==> src/hdl/bus_pkg.sv <==
// Bus widths and strobe types shared by the host decoder, the device
// interface and every register block
package bus_pkg;

  localparam int bus_addr_w = 32;
  localparam int bus_data_w = 32;
  localparam int bus_be_w   = bus_data_w / 8;  // One strobe per byte lane

  typedef logic [bus_addr_w-1:0] bus_addr_t;
  typedef logic [bus_data_w-1:0] bus_data_t;
  typedef logic [bus_be_w-1:0]   bus_be_t;

  // Replaces the byte lanes of old_v whose strobe is set
  function automatic bus_data_t be_merge(bus_data_t old_v, bus_data_t new_v, bus_be_t be);
    bus_data_t res;
    res = old_v;
    for (int b = 0; b < bus_be_w; b++) begin
      if (be[b]) res[8*b +: 8] = new_v[8*b +: 8];
    end
    return res;
  endfunction

endpackage

==> src/hdl/periph_pkg.sv <==
// Memory map and register layout of the peripheral subsystem.
// Used by the decoder, the three devices and the testbench models
package periph_pkg;

  import bus_pkg::*;

  // Target of one host request
  typedef enum logic [1:0] {
    dev_gpio,
    dev_pwm,
    dev_timer,
    dev_none
  } dev_sel_e;

  // 4 KiB windows
  localparam bus_addr_t periph_win_mask = 32'hFFFF_F000;
  localparam bus_addr_t gpio_base       = 32'h8000_0000;
  localparam bus_addr_t timer_base      = 32'h8000_2000;
  localparam bus_addr_t pwm_base        = 32'h8000_3000;

  // GPIO registers
  localparam bus_addr_t gpio_out_off = 32'h0;
  localparam bus_addr_t gpio_in_off  = 32'h4;
  localparam int gpi_w = 8;
  localparam int gpo_w = 16;

  // Machine timer, 64 bits split into two words
  localparam bus_addr_t tmr_time_lo_off = 32'h0;
  localparam bus_addr_t tmr_time_hi_off = 32'h4;
  localparam bus_addr_t tmr_cmp_lo_off  = 32'h8;
  localparam bus_addr_t tmr_cmp_hi_off  = 32'hC;
  localparam int tmr_w = 64;

  // PWM bank, duty of channel n at offset 4*n
  localparam int pwm_chan_n = 12;
  localparam int pwm_ctr_w  = 8;
  localparam int pwm_idx_w  = $clog2(pwm_chan_n);

endpackage

==> src/hdl/dev_bus_if.sv <==
// One decoded request towards a device and its response back.
// The decoder holds the dec side, each device the dev side
`timescale 1ns/100ps

interface dev_bus_if import bus_pkg::*; ();

  logic      req;
  logic      we;
  bus_be_t   be;
  bus_addr_t addr;    // Offset inside the device window
  bus_data_t wdata;

  logic      rvalid;  // One cycle after req
  bus_data_t rdata;   // Zero for writes

  modport dec (
    output req,
    output we,
    output be,
    output addr,
    output wdata,
    input  rvalid,
    input  rdata
  );

  modport dev (
    input  req,
    input  we,
    input  be,
    input  addr,
    input  wdata,
    output rvalid,
    output rdata
  );

endinterface

==> src/hdl/bus_decoder.sv <==
// Address decoder between the single bus host and the three devices.
// Requests fan out in the same cycle, responses come back one cycle later
`timescale 1ns/100ps

module bus_decoder import bus_pkg::*, periph_pkg::*; (
  input  logic      clk_sys_i,
  input  logic      rst_sys_ni,

  input  logic      host_req_i,
  input  logic      host_we_i,
  input  bus_be_t   host_be_i,
  input  bus_addr_t host_addr_i,
  input  bus_data_t host_wdata_i,
  output logic      host_rvalid_o,
  output bus_data_t host_rdata_o,
  output logic      host_err_o,

  dev_bus_if.dec    gpio_bus_o,
  dev_bus_if.dec    pwm_bus_o,
  dev_bus_if.dec    timer_bus_o
);

  dev_sel_e  sel_d, sel_q;
  logic      err_q;
  bus_addr_t win_addr;
  bus_addr_t offset;

  assign win_addr = host_addr_i & periph_win_mask;
  assign offset   = host_addr_i & ~periph_win_mask;

  always_comb begin
    if (win_addr == gpio_base)       sel_d = dev_gpio;
    else if (win_addr == pwm_base)   sel_d = dev_pwm;
    else if (win_addr == timer_base) sel_d = dev_timer;
    else                             sel_d = dev_none;
  end

  // Only the selected device sees req, the rest goes to all
  assign gpio_bus_o.req  = host_req_i && (sel_d == dev_gpio);
  assign pwm_bus_o.req   = host_req_i && (sel_d == dev_pwm);
  assign timer_bus_o.req = host_req_i && (sel_d == dev_timer);

  assign gpio_bus_o.we     = host_we_i;
  assign gpio_bus_o.be     = host_be_i;
  assign gpio_bus_o.addr   = offset;
  assign gpio_bus_o.wdata  = host_wdata_i;
  assign pwm_bus_o.we      = host_we_i;
  assign pwm_bus_o.be      = host_be_i;
  assign pwm_bus_o.addr    = offset;
  assign pwm_bus_o.wdata   = host_wdata_i;
  assign timer_bus_o.we    = host_we_i;
  assign timer_bus_o.be    = host_be_i;
  assign timer_bus_o.addr  = offset;
  assign timer_bus_o.wdata = host_wdata_i;

  always_ff @(posedge clk_sys_i or negedge rst_sys_ni) begin
    if (!rst_sys_ni) begin
      sel_q <= dev_none;
      err_q <= 1'b0;
    end else begin
      sel_q <= host_req_i ? sel_d : dev_none;
      err_q <= host_req_i && (sel_d == dev_none);  // Unmapped address
    end
  end

  always_comb begin
    case (sel_q)
      dev_gpio: begin
        host_rvalid_o = gpio_bus_o.rvalid;
        host_rdata_o  = gpio_bus_o.rdata;
      end
      dev_pwm: begin
        host_rvalid_o = pwm_bus_o.rvalid;
        host_rdata_o  = pwm_bus_o.rdata;
      end
      dev_timer: begin
        host_rvalid_o = timer_bus_o.rvalid;
        host_rdata_o  = timer_bus_o.rdata;
      end
      default: begin
        host_rvalid_o = err_q;  // Error response carries no data
        host_rdata_o  = '0;
      end
    endcase
  end
  assign host_err_o = err_q;

  a_single_dev_req: assert property (@(posedge clk_sys_i) disable iff (!rst_sys_ni)
    $onehot0({gpio_bus_o.req, pwm_bus_o.req, timer_bus_o.req}));

  // Devices must answer in exactly one cycle for this to hold
  a_rsp_one_cycle: assert property (@(posedge clk_sys_i) disable iff (!rst_sys_ni)
    host_rvalid_o == $past(host_req_i));

endmodule

==> src/hdl/demo_periph_top.sv <==
// Peripheral subsystem top level. The bus host drives the plain host
// ports, the decoder routes each request to GPIO, PWM or timer
`timescale 1ns/100ps

module demo_periph_top import bus_pkg::*, periph_pkg::*; (
  input  logic                  clk_sys_i,
  input  logic                  rst_sys_ni,

  input  logic                  host_req_i,
  input  logic                  host_we_i,
  input  bus_be_t               host_be_i,
  input  bus_addr_t             host_addr_i,
  input  bus_data_t             host_wdata_i,
  output logic                  host_rvalid_o,
  output bus_data_t             host_rdata_o,
  output logic                  host_err_o,

  input  logic [gpi_w-1:0]      gp_i,
  output logic [gpo_w-1:0]      gp_o,
  output logic [pwm_chan_n-1:0] pwm_o,
  output logic                  timer_irq_o
);

  dev_bus_if gpio_bus ();
  dev_bus_if pwm_bus ();
  dev_bus_if timer_bus ();

  bus_decoder u_bus_decoder (
    .clk_sys_i     (clk_sys_i),
    .rst_sys_ni    (rst_sys_ni),
    .host_req_i    (host_req_i),
    .host_we_i     (host_we_i),
    .host_be_i     (host_be_i),
    .host_addr_i   (host_addr_i),
    .host_wdata_i  (host_wdata_i),
    .host_rvalid_o (host_rvalid_o),
    .host_rdata_o  (host_rdata_o),
    .host_err_o    (host_err_o),
    .gpio_bus_o    (gpio_bus),
    .pwm_bus_o     (pwm_bus),
    .timer_bus_o   (timer_bus)
  );

  gpio_regs u_gpio_regs (
    .clk_sys_i  (clk_sys_i),
    .rst_sys_ni (rst_sys_ni),
    .bus_i      (gpio_bus),
    .gp_i       (gp_i),
    .gp_o       (gp_o)
  );

  pwm_bank u_pwm_bank (
    .clk_sys_i  (clk_sys_i),
    .rst_sys_ni (rst_sys_ni),
    .bus_i      (pwm_bus),
    .pwm_o      (pwm_o)
  );

  timer_regs u_timer_regs (
    .clk_sys_i   (clk_sys_i),
    .rst_sys_ni  (rst_sys_ni),
    .bus_i       (timer_bus),
    .timer_irq_o (timer_irq_o)
  );

endmodule

==> src/hdl/gpio_regs.sv <==
// GPIO register block with a byte-writable output register and a
// synchronized input register
`timescale 1ns/100ps

module gpio_regs import bus_pkg::*, periph_pkg::*; (
  input  logic             clk_sys_i,
  input  logic             rst_sys_ni,

  dev_bus_if.dev           bus_i,

  input  logic [gpi_w-1:0] gp_i,
  output logic [gpo_w-1:0] gp_o
);

  logic [gpo_w-1:0] gpo_q;
  logic [gpi_w-1:0] gpi_meta_q;
  logic [gpi_w-1:0] gpi_sync_q;
  bus_data_t        rdata_d;

  always_comb begin
    case (bus_i.addr)
      gpio_out_off: rdata_d = bus_data_t'(gpo_q);
      gpio_in_off:  rdata_d = bus_data_t'(gpi_sync_q);
      default:      rdata_d = '0;
    endcase
  end

  always_ff @(posedge clk_sys_i or negedge rst_sys_ni) begin
    if (!rst_sys_ni) begin
      gpo_q        <= '0;
      gpi_meta_q   <= '0;
      gpi_sync_q   <= '0;
      bus_i.rvalid <= 1'b0;
      bus_i.rdata  <= '0;
    end else begin
      gpi_meta_q <= gp_i;        // Two flop synchronizer
      gpi_sync_q <= gpi_meta_q;
      if (bus_i.req && bus_i.we && (bus_i.addr == gpio_out_off)) begin
        gpo_q <= gpo_w'(be_merge(bus_data_t'(gpo_q), bus_i.wdata, bus_i.be));
      end
      bus_i.rvalid <= bus_i.req;
      bus_i.rdata  <= (bus_i.req && !bus_i.we) ? rdata_d : '0;
    end
  end

  assign gp_o = gpo_q;

endmodule

==> src/hdl/pwm_bank.sv <==
// Bank of PWM channels sharing one free-running counter.
// A channel is high while the counter is below its duty value
`timescale 1ns/100ps

module pwm_bank import bus_pkg::*, periph_pkg::*; (
  input  logic                  clk_sys_i,
  input  logic                  rst_sys_ni,

  dev_bus_if.dev                bus_i,

  output logic [pwm_chan_n-1:0] pwm_o
);

  logic [pwm_ctr_w-1:0] ctr_q;
  logic [pwm_ctr_w-1:0] duty_q [pwm_chan_n];
  logic [pwm_idx_w-1:0] chan_idx;
  logic                 chan_hit;
  bus_data_t            rdata_d;

  // Word offset selects the channel
  assign chan_idx = bus_i.addr[2 +: pwm_idx_w];
  assign chan_hit = bus_i.addr < bus_addr_t'(4 * pwm_chan_n);

  assign rdata_d = chan_hit ? bus_data_t'(duty_q[chan_idx]) : '0;

  always_ff @(posedge clk_sys_i or negedge rst_sys_ni) begin
    if (!rst_sys_ni) begin
      ctr_q <= '0;
      for (int n = 0; n < pwm_chan_n; n++) begin
        duty_q[n] <= '0;
      end
      bus_i.rvalid <= 1'b0;
      bus_i.rdata  <= '0;
    end else begin
      ctr_q <= ctr_q + 1'b1;  // Wraps every 256 cycles
      if (bus_i.req && bus_i.we && chan_hit && bus_i.be[0]) begin
        duty_q[chan_idx] <= bus_i.wdata[pwm_ctr_w-1:0];
      end
      bus_i.rvalid <= bus_i.req;
      bus_i.rdata  <= (bus_i.req && !bus_i.we) ? rdata_d : '0;
    end
  end

  // Duty 0 keeps the channel low, duty 255 leaves one low cycle per period
  always_comb begin
    for (int n = 0; n < pwm_chan_n; n++) begin
      pwm_o[n] = ctr_q < duty_q[n];
    end
  end

endmodule

==> src/hdl/timer_regs.sv <==
// Machine timer with 64-bit mtime and mtimecmp registers.
// Raises a level interrupt while mtime is at or above mtimecmp
`timescale 1ns/100ps

module timer_regs import bus_pkg::*, periph_pkg::*; (
  input  logic   clk_sys_i,
  input  logic   rst_sys_ni,

  dev_bus_if.dev bus_i,

  output logic   timer_irq_o
);

  logic [tmr_w-1:0] mtime_q;
  logic [tmr_w-1:0] mtimecmp_q;
  logic [tmr_w-1:0] mtime_inc;
  logic             wr;
  bus_data_t        rdata_d;

  assign wr        = bus_i.req && bus_i.we;
  assign mtime_inc = mtime_q + 1'b1;

  always_comb begin
    case (bus_i.addr)
      tmr_time_lo_off: rdata_d = mtime_q[bus_data_w-1:0];
      tmr_time_hi_off: rdata_d = mtime_q[tmr_w-1:bus_data_w];
      tmr_cmp_lo_off:  rdata_d = mtimecmp_q[bus_data_w-1:0];
      tmr_cmp_hi_off:  rdata_d = mtimecmp_q[tmr_w-1:bus_data_w];
      default:         rdata_d = '0;
    endcase
  end

  always_ff @(posedge clk_sys_i or negedge rst_sys_ni) begin
    if (!rst_sys_ni) begin
      mtime_q      <= '0;
      mtimecmp_q   <= '1;  // No interrupt until software sets a compare value
      bus_i.rvalid <= 1'b0;
      bus_i.rdata  <= '0;
    end else begin
      mtime_q <= mtime_inc;
      if (wr) begin
        // A written half replaces the incremented value in the strobed bytes
        case (bus_i.addr)
          tmr_time_lo_off: mtime_q[bus_data_w-1:0] <=
              be_merge(mtime_inc[bus_data_w-1:0], bus_i.wdata, bus_i.be);
          tmr_time_hi_off: mtime_q[tmr_w-1:bus_data_w] <=
              be_merge(mtime_inc[tmr_w-1:bus_data_w], bus_i.wdata, bus_i.be);
          tmr_cmp_lo_off: mtimecmp_q[bus_data_w-1:0] <=
              be_merge(mtimecmp_q[bus_data_w-1:0], bus_i.wdata, bus_i.be);
          tmr_cmp_hi_off: mtimecmp_q[tmr_w-1:bus_data_w] <=
              be_merge(mtimecmp_q[tmr_w-1:bus_data_w], bus_i.wdata, bus_i.be);
          default: ;
        endcase
      end
      bus_i.rvalid <= bus_i.req;
      bus_i.rdata  <= (bus_i.req && !bus_i.we) ? rdata_d : '0;
    end
  end

  assign timer_irq_o = mtime_q >= mtimecmp_q;

  // Reset values of mtime and mtimecmp must keep the line quiet
  a_irq_low_after_reset: assert property (@(posedge clk_sys_i)
    $rose(rst_sys_ni) |-> !timer_irq_o);

endmodule

==> config.mk <==
export PLATFORM = sky130hd
export DESIGN_NAME = demo_periph_top
export DESIGN_NICKNAME = d
export VERILOG_FILES = /design/src/hdl/bus_pkg.sv /design/src/hdl/periph_pkg.sv /design/src/hdl/dev_bus_if.sv /design/src/hdl/bus_decoder.sv /design/src/hdl/demo_periph_top.sv /design/src/hdl/gpio_regs.sv /design/src/hdl/pwm_bank.sv /design/src/hdl/timer_regs.sv
export SDC_FILE = /design/constraint.sdc
export NUM_CORES = 1
export LEC_CHECK = 0
export BUFFER_PORTS_ARGS = -buffer_cell sky130_fd_sc_hd__buf_2
export CAP_MARGIN = 40
export CELL_PAD_IN_SITES_DETAIL_PLACEMENT = 2
export CELL_PAD_IN_SITES_GLOBAL_PLACEMENT = 2
export CORE_MARGIN = 3
export CORE_UTILIZATION = 41
export DETAILED_ROUTE_END_ITERATION = 16
export HOLD_SLACK_MARGIN = 0.02
export PLACE_DENSITY = 0.83
export SYNTH_ARGS = -nofsm -noshare
export SYNTH_HDL_FRONTEND = slang
export SYNTH_HIERARCHICAL = 1
export SYNTH_SLANG_ARGS = --single-unit
==> constraint.sdc <==
create_clock -name clk_sys_i -period 2.65 [get_ports clk_sys_i]
set_clock_uncertainty 0.1 [all_clocks]
set_input_delay 0.3975 -clock clk_sys_i [delete_from_list [all_inputs] [get_ports clk_sys_i]]
set_output_delay 0.3975 -clock clk_sys_i [all_outputs]
set_load 0.05 [all_outputs]
# --- Yosys cells after proc, flatten, opt, wreduce, memory -nomap -nowiden ---
# Index checks and enable logic that the tools add are counted.
totals:
  output_inout_bits: 63
  ff_bits: 366
  input_bits: 80
op_classes:
  bitwise: 1
  order_cmp: 16
  n_addsub: 2
  mux: 29
  reduce_logical: 28
  eq_ne: 11
op_table:
  columns: ["cell", "count"]
  rows:
  - ["$mux W32", 4]
  - ["$pmux W32 S4", 1]
  - ["$bwmux W96", 1]
  - ["$lt A8 B8 Y1", 12]
  - ["$mux W8", 12]
  - ["$pmux W32 S3", 1]
  - ["$add A64 B1 Y64 const B", 1]
  - ["$ge A64 B64 Y1", 1]
  - ["$mux W64", 1]
  - ["$eq A20 B20 Y1 const B", 3]
  - ["$bmux W8 S4", 1]
  - ["$demux W8 S4", 1]
  - ["$logic_not A32 Y1", 1]
  - ["$pmux W16 S2", 1]
  - ["$eq A12 B4 Y1 const B", 2]
  - ["$reduce_and A3 Y1", 8]
  - ["$mux W16", 1]
  - ["$logic_and A1 B1 Y1", 14]
  - ["$eq A12 B3 Y1 const B", 1]
  - ["$lt A12 B6 Y1 const B", 1]
  - ["$add A8 B1 Y8 const B", 1]
  - ["$eq A2 B2 Y1 const B", 3]
  - ["$mux W2", 3]
  - ["$ge A5 B5 Y1 const B", 1]
  - ["other kinds (8)", 11]

# --- Logic depth before layout (Yosys ltp) ---
# Gate-level depths: netlist (run 1).
logic_depth:
  depth_word: 9
  ltp_mapped: 10
  mapped_depth_nobuf: 9

# --- Hierarchy ---
# Netlist (run 1), hierarchy kept.
by_module_without_submodules:
  columns: ["module", "cells_each", "instances", "area_each_um2"]
  rows:
  - ["timer_regs", 954, 1, 9391.5]
  - ["pwm_bank", 636, 1, 7334.5]
  - ["bus_decoder", 339, 1, 2461.1]
  - ["gpio_regs", 125, 1, 1839.3]

# --- Least setup slack after synthesis (run 1) ---
# Ideal clock, no wire load.
synth_path:
  path_kind: "register -> output"
  start: "register u_timer_regs.mtimecmp_q[5]"
  end: "output timer_irq_o"
  path_stages_with_launch: 10
  arrival_time_ps: 2906
  slack_ps: -754
  n_path_buf: 0
  cell_sequence: "dfstp_2 > inv_1 > ha_1 > nand2_1 > or3_1 > o221ai_1 > a211oi_1 > nor4b_1 > a211oi_1 > o21ai_0"
synth_between:
  elab_chain_len: 1
synth_rtl:
  columns: ["element", "line", "rtl"]
  rows:
  - ["start: declaration", "timer_regs.sv:15", "logic [tmr_w-1:0] mtimecmp_q;"]
  - ["start signal: indexed assignment", "timer_regs.sv:48", "tmr_cmp_lo_off: mtimecmp_q[bus_data_w-1:0] <="]
  - ["start signal: indexed assignment", "timer_regs.sv:50", "tmr_cmp_hi_off: mtimecmp_q[tmr_w-1:bus_data_w] <="]
  - ["$ge A64 B64 Y1", "timer_regs.sv:60", "assign timer_irq_o = mtime_q >= mtimecmp_q;"]
  - ["end: declaration", "demo_periph_top.sv:21", "output logic timer_irq_o"]
# Every way passes these cells.

# --- Worst setup path in the final report (run 1) ---
layout_path:
  start: "register u_pwm_bank.ctr_q[6]"
  end: "output pwm_o[4]"
layout_between:
  elab_chain_len: 1
layout_rtl:
  columns: ["element", "line", "rtl"]
  rows:
  - ["start: declaration", "pwm_bank.sv:14", "logic [pwm_ctr_w-1:0] ctr_q;"]
  - ["start signal: assignment", "pwm_bank.sv:35", "ctr_q <= ctr_q + 1'b1;"]
  - ["$lt A8 B8 Y1", "pwm_bank.sv:47", "pwm_o[n] = ctr_q < duty_q[n];"]
  - ["end: declaration", "demo_periph_top.sv:20", "output logic [pwm_chan_n-1:0] pwm_o,"]
# Every way passes these cells.

==> results of run 1 <==
## per-stage QoR
| step | instance area (sq um) | TNS (ns) | instances | util |
|---|---|---|---|---|
| final | 26400 | -15.63 | 2990 | 0.536 |
| after global routing | 26400 | -15.44 | 2987 | 0.536 |
| after CTS | 25500 | -4.69 | 2957 | 0.516 |
| after detailed placement | 22500 | -45.28 | 2824 | 0.456 |
| after global placement | 22500 | -9.83 | 2824 | 0.456 |
| after floorplan | 21100 | -0.142 | 2104 | - |
## where the power goes
group | switching (uW) | internal (uW) | leakage (uW)
registers | 9.05 | 4990 | 0.00402
logic | 456 | 193 | 0.00751
clock network | 2780 | 3560 | 0.000690
## state kept, by name, summed over array words and instances, names as in the netlist
register	cells
u_bus_decoder/sel_q	2
u_gpio_regs/gp_o	16
u_timer_regs/bus_i.rvalid	1
u_timer_regs/bus_i.rdata	32
u_gpio_regs/gpi_sync_q	8
u_timer_regs/mtime_q	64
u_pwm_bank/bus_i.rdata	8
u_bus_decoder/host_err_o	1
u_pwm_bank/ctr_q	8
u_pwm_bank/duty_q	96
u_pwm_bank/bus_i.rvalid	1
u_gpio_regs/bus_i.rvalid	1
u_gpio_regs/gpi_meta_q	8
u_gpio_regs/bus_i.rdata	16
u_timer_regs/mtimecmp_q	64
## how the worst max path moves through the flow
stage / slack [ns] / to / depth (start not counted) / start
after floorplan: -0.14 / timer_irq_o / 9 / u_timer_regs/mtimecmp_q[5]$_DFFE_PN1P_
after global placement: -0.45 / timer_irq_o / 10 / u_timer_regs/mtimecmp_q[5]$_DFFE_PN1P_
after detailed placement: -0.60 / timer_irq_o / 10 / u_timer_regs/mtimecmp_q[5]$_DFFE_PN1P_
after CTS: -0.94 / timer_irq_o / 10 / u_timer_regs/mtimecmp_q[6]$_DFFE_PN1P_
after global routing: -1.35 / pwm_o[4] / 7 / u_pwm_bank/ctr_q[6]$_DFF_PN0_
final: -1.31 / pwm_o[4] / 7 / u_pwm_bank/ctr_q[6]$_DFF_PN0_
## metal layers
layer  up-vias  part of all wire  wire length (microns)
met5         -           0.00020                     24
met4         4              0.12                  14700
met3       864             0.081                   9890
met2      1594              0.48                  58600
met1      9926              0.32                  39300
li1       7266                 -                      -
## final cells by class
cell class / instances / area share
multi-input cells: 1363 / 0.445
flip-flops and latches: 326 / 0.312
repair buffers: 406 / 0.136
clock buffers: 57 / 0.0437
well taps: 664 / 0.0314
inverters: 154 / 0.0221
clock inverters: 17 / 0.00928
diodes: 3 / 0.000284
## worst max-delay path: stages, from the launching register on
cell	delay (ns)
dfrtp_2	0.48
clkbuf_16	0.20
buf_6	0.12
ha_4	0.23
and3_4	0.18
a22o_1	0.34
a311oi_2	1.03
buf_6	0.27
## what timing repair did
item | CTS | global route
pin swaps | 53 | 73
gates resized for setup | 199 | 182
buffers inserted | 24 | 30
cloned | 3 | 3
hold buffers | 32 | 0
endpoints found under the hold margin | 120 | 0
setup endpoints to repair | 130 | 214
==> out/metrics.cfg, run 1 <==
[sta]
worst_pin_slew_ns = 1.18
holdWs_ns = 0.0812
relSlewSlack = 0.216
rsz0062_at_grt = yes
fmax_ghz = 0.253
fin_crit_sh = 1.49
setup_viol = 138
finalHoldViolations = 0
fin_crit_ns = 3.96
report.final.slew_viol_count = 0
fin_ws_ns = -1.31

[global_route]
grt.total_usage = 0.397
grt_overflow = 0
grt_max_degree = 76
met3_usage = 0.0808
grt_use_met2 = 0.713
grtUsageMet1 = 0.410
grt_pass1_vias = 21500
busiest_layer = met2
grt_pass1_wl_microns = 155000
antenna_found_initial = 9

[cts]
cts_max_level = 2
cts-root-buf = clkbuf_16
cts_tree = built
clock_sinks = 326
cts.clk_slew.worst_paths_ns = 0.07
cts_buffer_depth = 3
cts_buffers = 40
clk-insertion-delay-late_ns = 0.63

[power_and_ir_drop]
p_per_area_nw_per_um2 = 453
finalPower_uw = 12000
peakVddDrop_mv = 0.491
p_leak_uw = 0.0122

[routing]
drt_first_pass_iters = 7
wl_per_cell_microns = 41.0
ant_nets = 0
vias = 19700
wl_microns = 122000
drc = 0
vias_per_cell = 6.57
drt-initial-drc-count = 1971

[worst_hold_path]
holdPathEnd = u_timer_regs/mtimecmp_q[12]$_DFFE_PN1P_
hold_class = in -> reg
min_from = host_wdata_i[12]
holdPathStages = 3

[place]
port_buffers = 142
gp_congestion = 0.872
hpwlAfterDp_microns = 57900
dpl_worst_slack_ns = -0.597

[final_layout]
layout_common_cells = dfrtp_1, buf_4, nand2_1, inv_1, nor2_1
area_delta_synth_final_pct = 27.9
fill_cells = 4831
nNetsFinal = 2521
multi_input_area_sq_um = 11800
seqCellArea_sq_um = 8250
layout-drive-gt1-share = 0.382
final_common_cell = dfrtp_1

[die]
die_area_sq_um = 53200
die_h_microns = 231
initial_core_util = 0.419
coreArea_sq_um = 49400
rows = 81
die_x_microns = 231
ioPinCount = 143

[yosys]
postSynthCellCount = 2007
ys_warn_count = 6
syn_area_sq_um = 20700
syn_avg_cell_area_sq_um = 10.3

[critical_path]
critPathArrivalTime_ns = 3.46
cp_max_fo = 6
regToRegEndpoint = u_timer_regs/mtime_q[47]$_DFF_PN0_
required_ns = 2.15
crit_type = reg -> out
rr_worst_depth = 10
r2r_slack_ns = -0.23
cp-start-kind = flop
reg2reg_from = u_timer_regs/mtime_q[9]$_DFF_PN0_
worstSetupEndpointType = primary output

[job]
drv_cap = 0

[outcome]
violations = negative setup slack
status = finished, violations left

Power figures use the tool's default switching activity.
==> inputs of run 2 (changes only) <==
--- a/config.mk
+++ b/config.mk
@@ -5,15 +5,16 @@
 export SDC_FILE = /design/constraint.sdc
 export NUM_CORES = 1
 export LEC_CHECK = 0
+export ABC_AREA = 1
 export BUFFER_PORTS_ARGS = -buffer_cell sky130_fd_sc_hd__buf_2
 export CAP_MARGIN = 40
 export CELL_PAD_IN_SITES_DETAIL_PLACEMENT = 2
 export CELL_PAD_IN_SITES_GLOBAL_PLACEMENT = 2
 export CORE_MARGIN = 3
-export CORE_UTILIZATION = 41
+export CORE_UTILIZATION = 36
 export DETAILED_ROUTE_END_ITERATION = 16
-export HOLD_SLACK_MARGIN = 0.02
-export PLACE_DENSITY = 0.83
+export PLACE_DENSITY = 0.82
+export SLEW_MARGIN = 20
 export SYNTH_ARGS = -nofsm -noshare
 export SYNTH_HDL_FRONTEND = slang
 export SYNTH_HIERARCHICAL = 1
==> out/metrics.cfg, run 2 <==
[place]
dpl_worst_slack_ns = -0.301  ; was -0.597 ns
dpl_cell_area_sq_um = 24300  ; was 22500 sq um
gp_congestion = 0.937  ; was 0.872
port_buffers = 142  ; unchanged
hpwlAfterDp_microns = 72900  ; was 57900 microns

[routing]
ant_nets = 0  ; unchanged
vias = 23600  ; was 19.7k
drc = 0  ; unchanged
drt-initial-drc-count = 1848  ; was 1971
vias_per_cell = 5.58  ; was 6.57
wl_per_cell_microns = 26.3  ; was 41.0 microns
wl_microns = 111000  ; was 122000 microns
drt_first_pass_iters = 7  ; unchanged

[cts]
cts-root-buf = clkbuf_16  ; unchanged
clock_sinks = 326  ; unchanged
cts_max_level = 2  ; unchanged
cts_buffers = 43  ; was 40
clk-insertion-delay-late_ns = 0.60  ; was 0.63 ns
cts_tree = built  ; unchanged
cts_buffer_depth = 3  ; unchanged
cts.clk_slew.worst_paths_ns = 0.06  ; was 0.07 ns

[sta]
fmax_ghz = 0.310  ; was 0.253 GHz
holdWs_ns = 0.0422  ; was 0.0812 ns
report.final.slew_viol_count = 0  ; unchanged
fin_crit_sh = 1.22  ; was 1.49
relSlewSlack = 0.482  ; was 0.216
fin_tns_setup_ns = -1.52  ; was -15.63 ns
finalHoldViolations = 0  ; unchanged
fin_ws_ns = -0.574  ; was -1.31 ns
fin_crit_ns = 3.22  ; was 3.96 ns
worst_pin_slew_ns = 0.778  ; was 1.18 ns
rsz0062_at_grt = yes  ; unchanged
setup_viol = 13  ; was 138

[final_layout]
fin_area_sq_um = 27400  ; was 26400 sq um
top_register = u_pwm_bank/duty_q  ; unchanged
layout-drive-gt1-share = 0.202  ; was 0.382
top_regs = u_pwm_bank/duty_q (96), u_timer_regs/mtime_q (64), u_timer_regs/mtimecmp_q (64)  ; unchanged
final_common_cell = nand2_1  ; was dfrtp_1
diodes = 0  ; was 3
layout_common_cells = nand2_1, inv_1, nor2_1, dfrtp_1, nand3_1  ; was dfrtp_1, buf_4, nand2_1, inv_1, nor2_1
largest_reg_flops = 96  ; unchanged
fill_cells = 7185  ; was 4831
nNetsFinal = 3574  ; was 2521
area_delta_synth_final_pct = 19.1  ; was 27.9%

[yosys]
ys_warn_count = 6  ; unchanged
postSynthCellCount = 3171  ; was 2007
syn_avg_cell_area_sq_um = 7.26  ; was 10.3 sq um
syn_area_sq_um = 23000  ; was 20700 sq um

[die]
ioPinCount = 143  ; unchanged
die_area_sq_um = 67000  ; was 53200 sq um
die_x_microns = 259  ; was 231 microns
coreArea_sq_um = 63200  ; was 49400 sq um
rows = 92  ; was 81
initial_core_util = 0.364  ; was 0.419
die_h_microns = 259  ; was 231 microns

[critical_path]
worstSetupEndpointType = primary output  ; unchanged
critPathArrivalTime_ns = 2.73  ; was 3.46 ns
critPathBufInv = 3  ; unchanged
cp_top_family = simple AND/OR/NAND/NOR gates  ; was compound AO/OA/AOI/OAI gates
critPathMostFrequentCell = nand2_2  ; was buf_6
cp_slowest_cell = dfstp_2  ; was a311oi_2
path_cells = inv_1 > ha_1 > nand2_2 > inv_1 > nand2_1 > nand2_1 > nor2_1 > nand2_1 > nand2_1 > nand2_2 > nand2_2 > nand2_2 > nand2_2 > nand2_4 > buf_8  ; was clkbuf_16 > buf_6 > ha_4 > and3_4 > a22o_1 > a311oi_2 > buf_6
crit_type = reg -> out  ; unchanged
critPathMaxStageDelay_ns = 0.57  ; was 1.03 ns
r2r_slack_ns = 0.08  ; was -0.23 ns
required_ns = 2.15  ; about the same
cp-start-kind = flop  ; unchanged
cp_max_fo = 3  ; was 6

[job]
drv_cap = 0  ; unchanged

[global_route]
grt.total_usage = 0.319  ; was 0.397
grt_pass1_wl_microns = 165000  ; was 155000 microns
grt_max_degree = 86  ; was 76
antenna_found_initial = 6  ; was 9
grt_pass1_vias = 26300  ; was 21.5k
grt_overflow = 0  ; unchanged

[power_and_ir_drop]
clockPowerShare = 0.515  ; was 0.529
sw_frac_of_total = 0.269  ; was 0.271
p_per_area_nw_per_um2 = 427  ; was 453 nW/um^2
finalPower_uw = 11700  ; was 12000 uW
power_frac_seq = 0.428  ; was 0.417
p_int_uw = 8550  ; was 8740 uW
power.switching_uw = 3140  ; was 3250 uW
p_leak_uw = 0.0127  ; was 0.0122 uW
comb_power_share = 0.057  ; was 0.054
peakVddDrop_mv = 0.383  ; was 0.491 mV

[worst_hold_path]
hold_class = in -> reg  ; unchanged

[outcome]
status = finished, violations left  ; unchanged
violations = negative setup slack  ; unchanged

==> run 2: through the flow <==
stage | utilization | std cells
CTS | 0.427 | 4213
floorplan | - | 3268
detailed placement | 0.385 | 4084
finish | 0.434 | 4224
global route | 0.434 | 4224
global placement | 0.385 | 4083
==> run 2: routing by layer <==
layer  GRT usage  vias to the layer above  part of all wire
met1       0.409                    12200              0.42
met2       0.544                      814              0.49
met5           0                        -           0.00058
met4       0.111                       10             0.037
li1            -                    10300                 -
met3      0.0530                      272             0.055
==> run 2: layout make-up <==
cell class | count | area (sq um) | area share
clock buffer | 66 | 1260 | 0.0460
clock inverter | 13 | 115 | 0.00420
inverter | 361 | 1360 | 0.0494
multi-input combinational | 2276 | 12700 | 0.462
sequential | 326 | 8250 | 0.301
tap | 846 | 1060 | 0.0386
timing repair buffer | 336 | 2710 | 0.0989
==> run 2: worst reg2reg max path: stages, from the launching register on <==
cell,delay (ns)
dfrtp_1,0.47
ha_1,0.29
nand2_1,0.13
nor2_2,0.14
nand2_1,0.22
nor2_1,0.28
nand2_1,0.21
nor2_1,0.15
buf_4,0.16
nand2_1,0.08
nand3_1,0.10
o21ai_0,0.08
==> run 2: power groups by stage <==
stage | Clock (uW) | Combinational, uW | Sequential (uW)
floorplan | 0 | 434 | 5090
global placement | 0 | 576 | 5090
detailed placement | 0 | 594 | 5090
CTS | 6030 | 627 | 5000
global route | 6300 | 722 | 5000
finish | 6020 | 671 | 5000
==> run 2: path summary, 6_finish.rpt <==
path	start	to	cells after the start
hold / removal	host_wdata_i[15]	u_gpio_regs/gp_o[15]$_DFFE_PN0P_	3
setup / recovery	u_timer_regs/mtimecmp_q[6]$_DFFE_PN1P_	timer_irq_o	15
hold reg to reg	u_gpio_regs/gpi_meta_q[3]$_DFF_PN0_	u_gpio_regs/gpi_sync_q[3]$_DFF_PN0_	0
setup reg to reg	u_timer_regs/mtime_q[1]$_DFF_PN0_	u_timer_regs/mtime_q[34]$_DFF_PN0_	11
max in group asynchronous	rst_sys_ni	u_pwm_bank/ctr_q[0]$_DFF_PN0_	3
min in group asynchronous	rst_sys_ni	u_gpio_regs/bus_i.rdata[12]$_DFF_PN0_	2
==> run 2: what timing repair did <==
item / CTS / global route
endpoints found under the hold margin: 78 / 0
setup buffers: 28 / 12
gates resized for setup: 179 / 89
setup endpoints to repair: 45 / 83
hold buffers: 22 / 0
pin swaps: 49 / 43
==> inputs of run 3 (changes only) <==
--- a/config.mk
+++ b/config.mk
@@ -14,7 +14,8 @@
 export CORE_UTILIZATION = 36
 export DETAILED_ROUTE_END_ITERATION = 16
 export PLACE_DENSITY = 0.82
-export SLEW_MARGIN = 20
+export SKIP_CTS_REPAIR_TIMING = 1
+export SLEW_MARGIN = 30
 export SYNTH_ARGS = -nofsm -noshare
 export SYNTH_HDL_FRONTEND = slang
 export SYNTH_HIERARCHICAL = 1
==> out/metrics.cfg, run 3 (synthesis results as in run 2) <==
[critical_path]
critPathMaxStageDelay_ns = 0.56  ; was 0.57 ns
critPathBufInv = 3  ; unchanged
critPathMostFrequentCell = nand2_1  ; was nand2_2
critPathArrivalTime_ns = 2.76  ; was 2.73 ns
cp_slowest_cell = dfstp_2  ; unchanged
crit_type = reg -> out  ; unchanged
worstSetupEndpointType = primary output  ; unchanged
cp-start-kind = flop  ; unchanged
path_cells = inv_1 > ha_1 > nand2_2 > inv_1 > nand2_1 > nand2_1 > nor2_1 > nand2_1 > nand2_1 > nand2_2 > nand2_1 > nand2_1 > nand2_2 > nand2_4 > buf_8  ; was inv_1 > ha_1 > nand2_2 > inv_1 > nand2_1 > nand2_1 > nor2_1 > nand2_1 > nand2_1 > nand2_2 > nand2_2 > nand2_2 > nand2_2 > nand2_4 > buf_8
required_ns = 2.15  ; about the same
cp_max_fo = 3  ; unchanged
r2r_slack_ns = 0.09  ; was 0.08 ns
cp_top_family = simple AND/OR/NAND/NOR gates  ; unchanged

[routing]
ant_nets = 0  ; unchanged
vias_per_cell = 5.62  ; was 5.58
wl_microns = 110000  ; was 111000 microns
drt_first_pass_iters = 7  ; unchanged
wl_per_cell_microns = 26.3  ; about the same
drc = 0  ; unchanged
drt-initial-drc-count = 1841  ; was 1848
vias = 23600  ; about the same

[die]
die_area_sq_um = 67000  ; unchanged
ioPinCount = 143  ; unchanged
rows = 92  ; unchanged
die_x_microns = 259  ; unchanged
die_h_microns = 259  ; unchanged
initial_core_util = 0.364  ; unchanged
coreArea_sq_um = 63200  ; unchanged

[final_layout]
layout_common_cells = nand2_1, inv_1, nor2_1, dfrtp_1, nand3_1  ; unchanged
diodes = 0  ; unchanged
top_register = u_pwm_bank/duty_q  ; unchanged
nNetsFinal = 3556  ; was 3574
area_delta_synth_final_pct = 17.8  ; was 19.1%
layout-drive-gt1-share = 0.196  ; was 0.202
largest_reg_flops = 96  ; unchanged
final_common_cell = nand2_1  ; unchanged
top_regs = u_pwm_bank/duty_q (96), u_timer_regs/mtime_q (64), u_timer_regs/mtimecmp_q (64)  ; unchanged

[sta]
fmax_ghz = 0.307  ; was 0.310 GHz
report.final.slew_viol_count = 0  ; unchanged
holdWs_ns = -0.00944  ; was 0.0422 ns
fin_crit_ns = 3.26  ; was 3.22 ns
relSlewSlack = 0.453  ; was 0.482
worst_pin_slew_ns = 0.820  ; was 0.778 ns
fin_crit_sh = 1.23  ; was 1.22
fin_ws_ns = -0.611  ; was -0.574 ns
setup_viol = 12  ; was 13
rsz0062_at_grt = yes  ; unchanged
finalHoldViolations = 3  ; was 0

[place]
hpwlAfterDp_microns = 72900  ; unchanged
port_buffers = 142  ; unchanged
dpl_worst_slack_ns = -0.301  ; unchanged
gp_congestion = 0.937  ; unchanged

[global_route]
grt_max_degree = 86  ; unchanged
grt_pass1_vias = 25000  ; was 26.3k
grt_pass1_wl_microns = 151000  ; was 165000 microns
grt.total_usage = 0.291  ; was 0.319
grt_overflow = 0  ; unchanged
antenna_found_initial = 4  ; was 6

[worst_hold_path]
hold_class = in -> reg  ; unchanged

[outcome]
status = finished, violations left  ; unchanged
violations = negative hold slack, negative setup slack  ; was negative setup slack

[cts]
cts_buffers = 43  ; unchanged
cts-root-buf = clkbuf_16  ; unchanged
cts_buffer_depth = 3  ; unchanged
cts_max_level = 2  ; unchanged
cts.clk_slew.worst_paths_ns = 0.06  ; about the same
cts_tree = built  ; unchanged
clk-insertion-delay-late_ns = 0.58  ; was 0.60 ns
clock_sinks = 326  ; unchanged

[power_and_ir_drop]
peakVddDrop_mv = 0.379  ; was 0.383 mV
p_leak_uw = 0.0126  ; was 0.0127 uW
p_per_area_nw_per_um2 = 430  ; was 427 nW/um^2

[job]
drv_cap = 0  ; unchanged

[run 3: tightest hold or removal path, delay by kind of cell]
kind          cells  cell delay, ns
buf+inv           1            0.12
simple gates      2            0.12
[run 3: path summary, 6_finish.rpt]
kind / cells after the start / to / start
hold / removal: 3 / u_timer_regs/mtime_q[54]$_DFF_PN0_ / host_wdata_i[22]
setup reg to reg: 9 / u_timer_regs/mtime_q[43]$_DFF_PN0_ / u_timer_regs/mtime_q[3]$_DFF_PN0_
setup / recovery: 15 / timer_irq_o / u_timer_regs/mtimecmp_q[6]$_DFFE_PN1P_
min in group asynchronous: 2 / u_gpio_regs/bus_i.rdata[15]$_DFF_PN0_ / rst_sys_ni
max in group asynchronous: 3 / u_timer_regs/mtimecmp_q[0]$_DFFE_PN1P_ / rst_sys_ni
hold reg to reg: 0 / u_gpio_regs/gpi_sync_q[3]$_DFF_PN0_ / u_gpio_regs/gpi_meta_q[3]$_DFF_PN0_
[run 3: layer usage]
layer,share of wire,vias up,global-route usage
met5,0.00035,-,0
met4,0.038,6,0.0935
met3,0.064,302,0.0579
met2,0.48,906,0.485
met1,0.42,12100,0.378
li1,-,10300,-
[run 3: area by class of cell]
class | count | area [sq um]
clock buffer | 66 | 1260
clock inverter | 13 | 115
sequential | 326 | 8250
multi-input combinational | 2276 | 12600
inverter | 361 | 1360
fill | 7157 | 36100
tap | 846 | 1060
timing repair buffer | 318 | 2500
[run 3: stage by stage]
stage          cell area [sq um]   util  TNS, ns  instances  total power (uW)
5_1_grt                    27100  0.429    -2.18       4206             12000
4_1_cts                    25700  0.407    -7.15       4163             11600
6_report                   27100  0.429    -1.32       4206             11700
2_1_floorplan              23400      -        0       3268              5520
3_5_place_dp               24300  0.385   -26.63       4084              5680
3_3_place_gp               24300  0.385    -1.55       4083              5660
[run 3: report_power, final]
part	internal, uW	total [uW]	switching, uW
clock	3390	6010	2610
sequential	5000	5000	6.20
combinational	154	660	506
total	8540	11700	3120
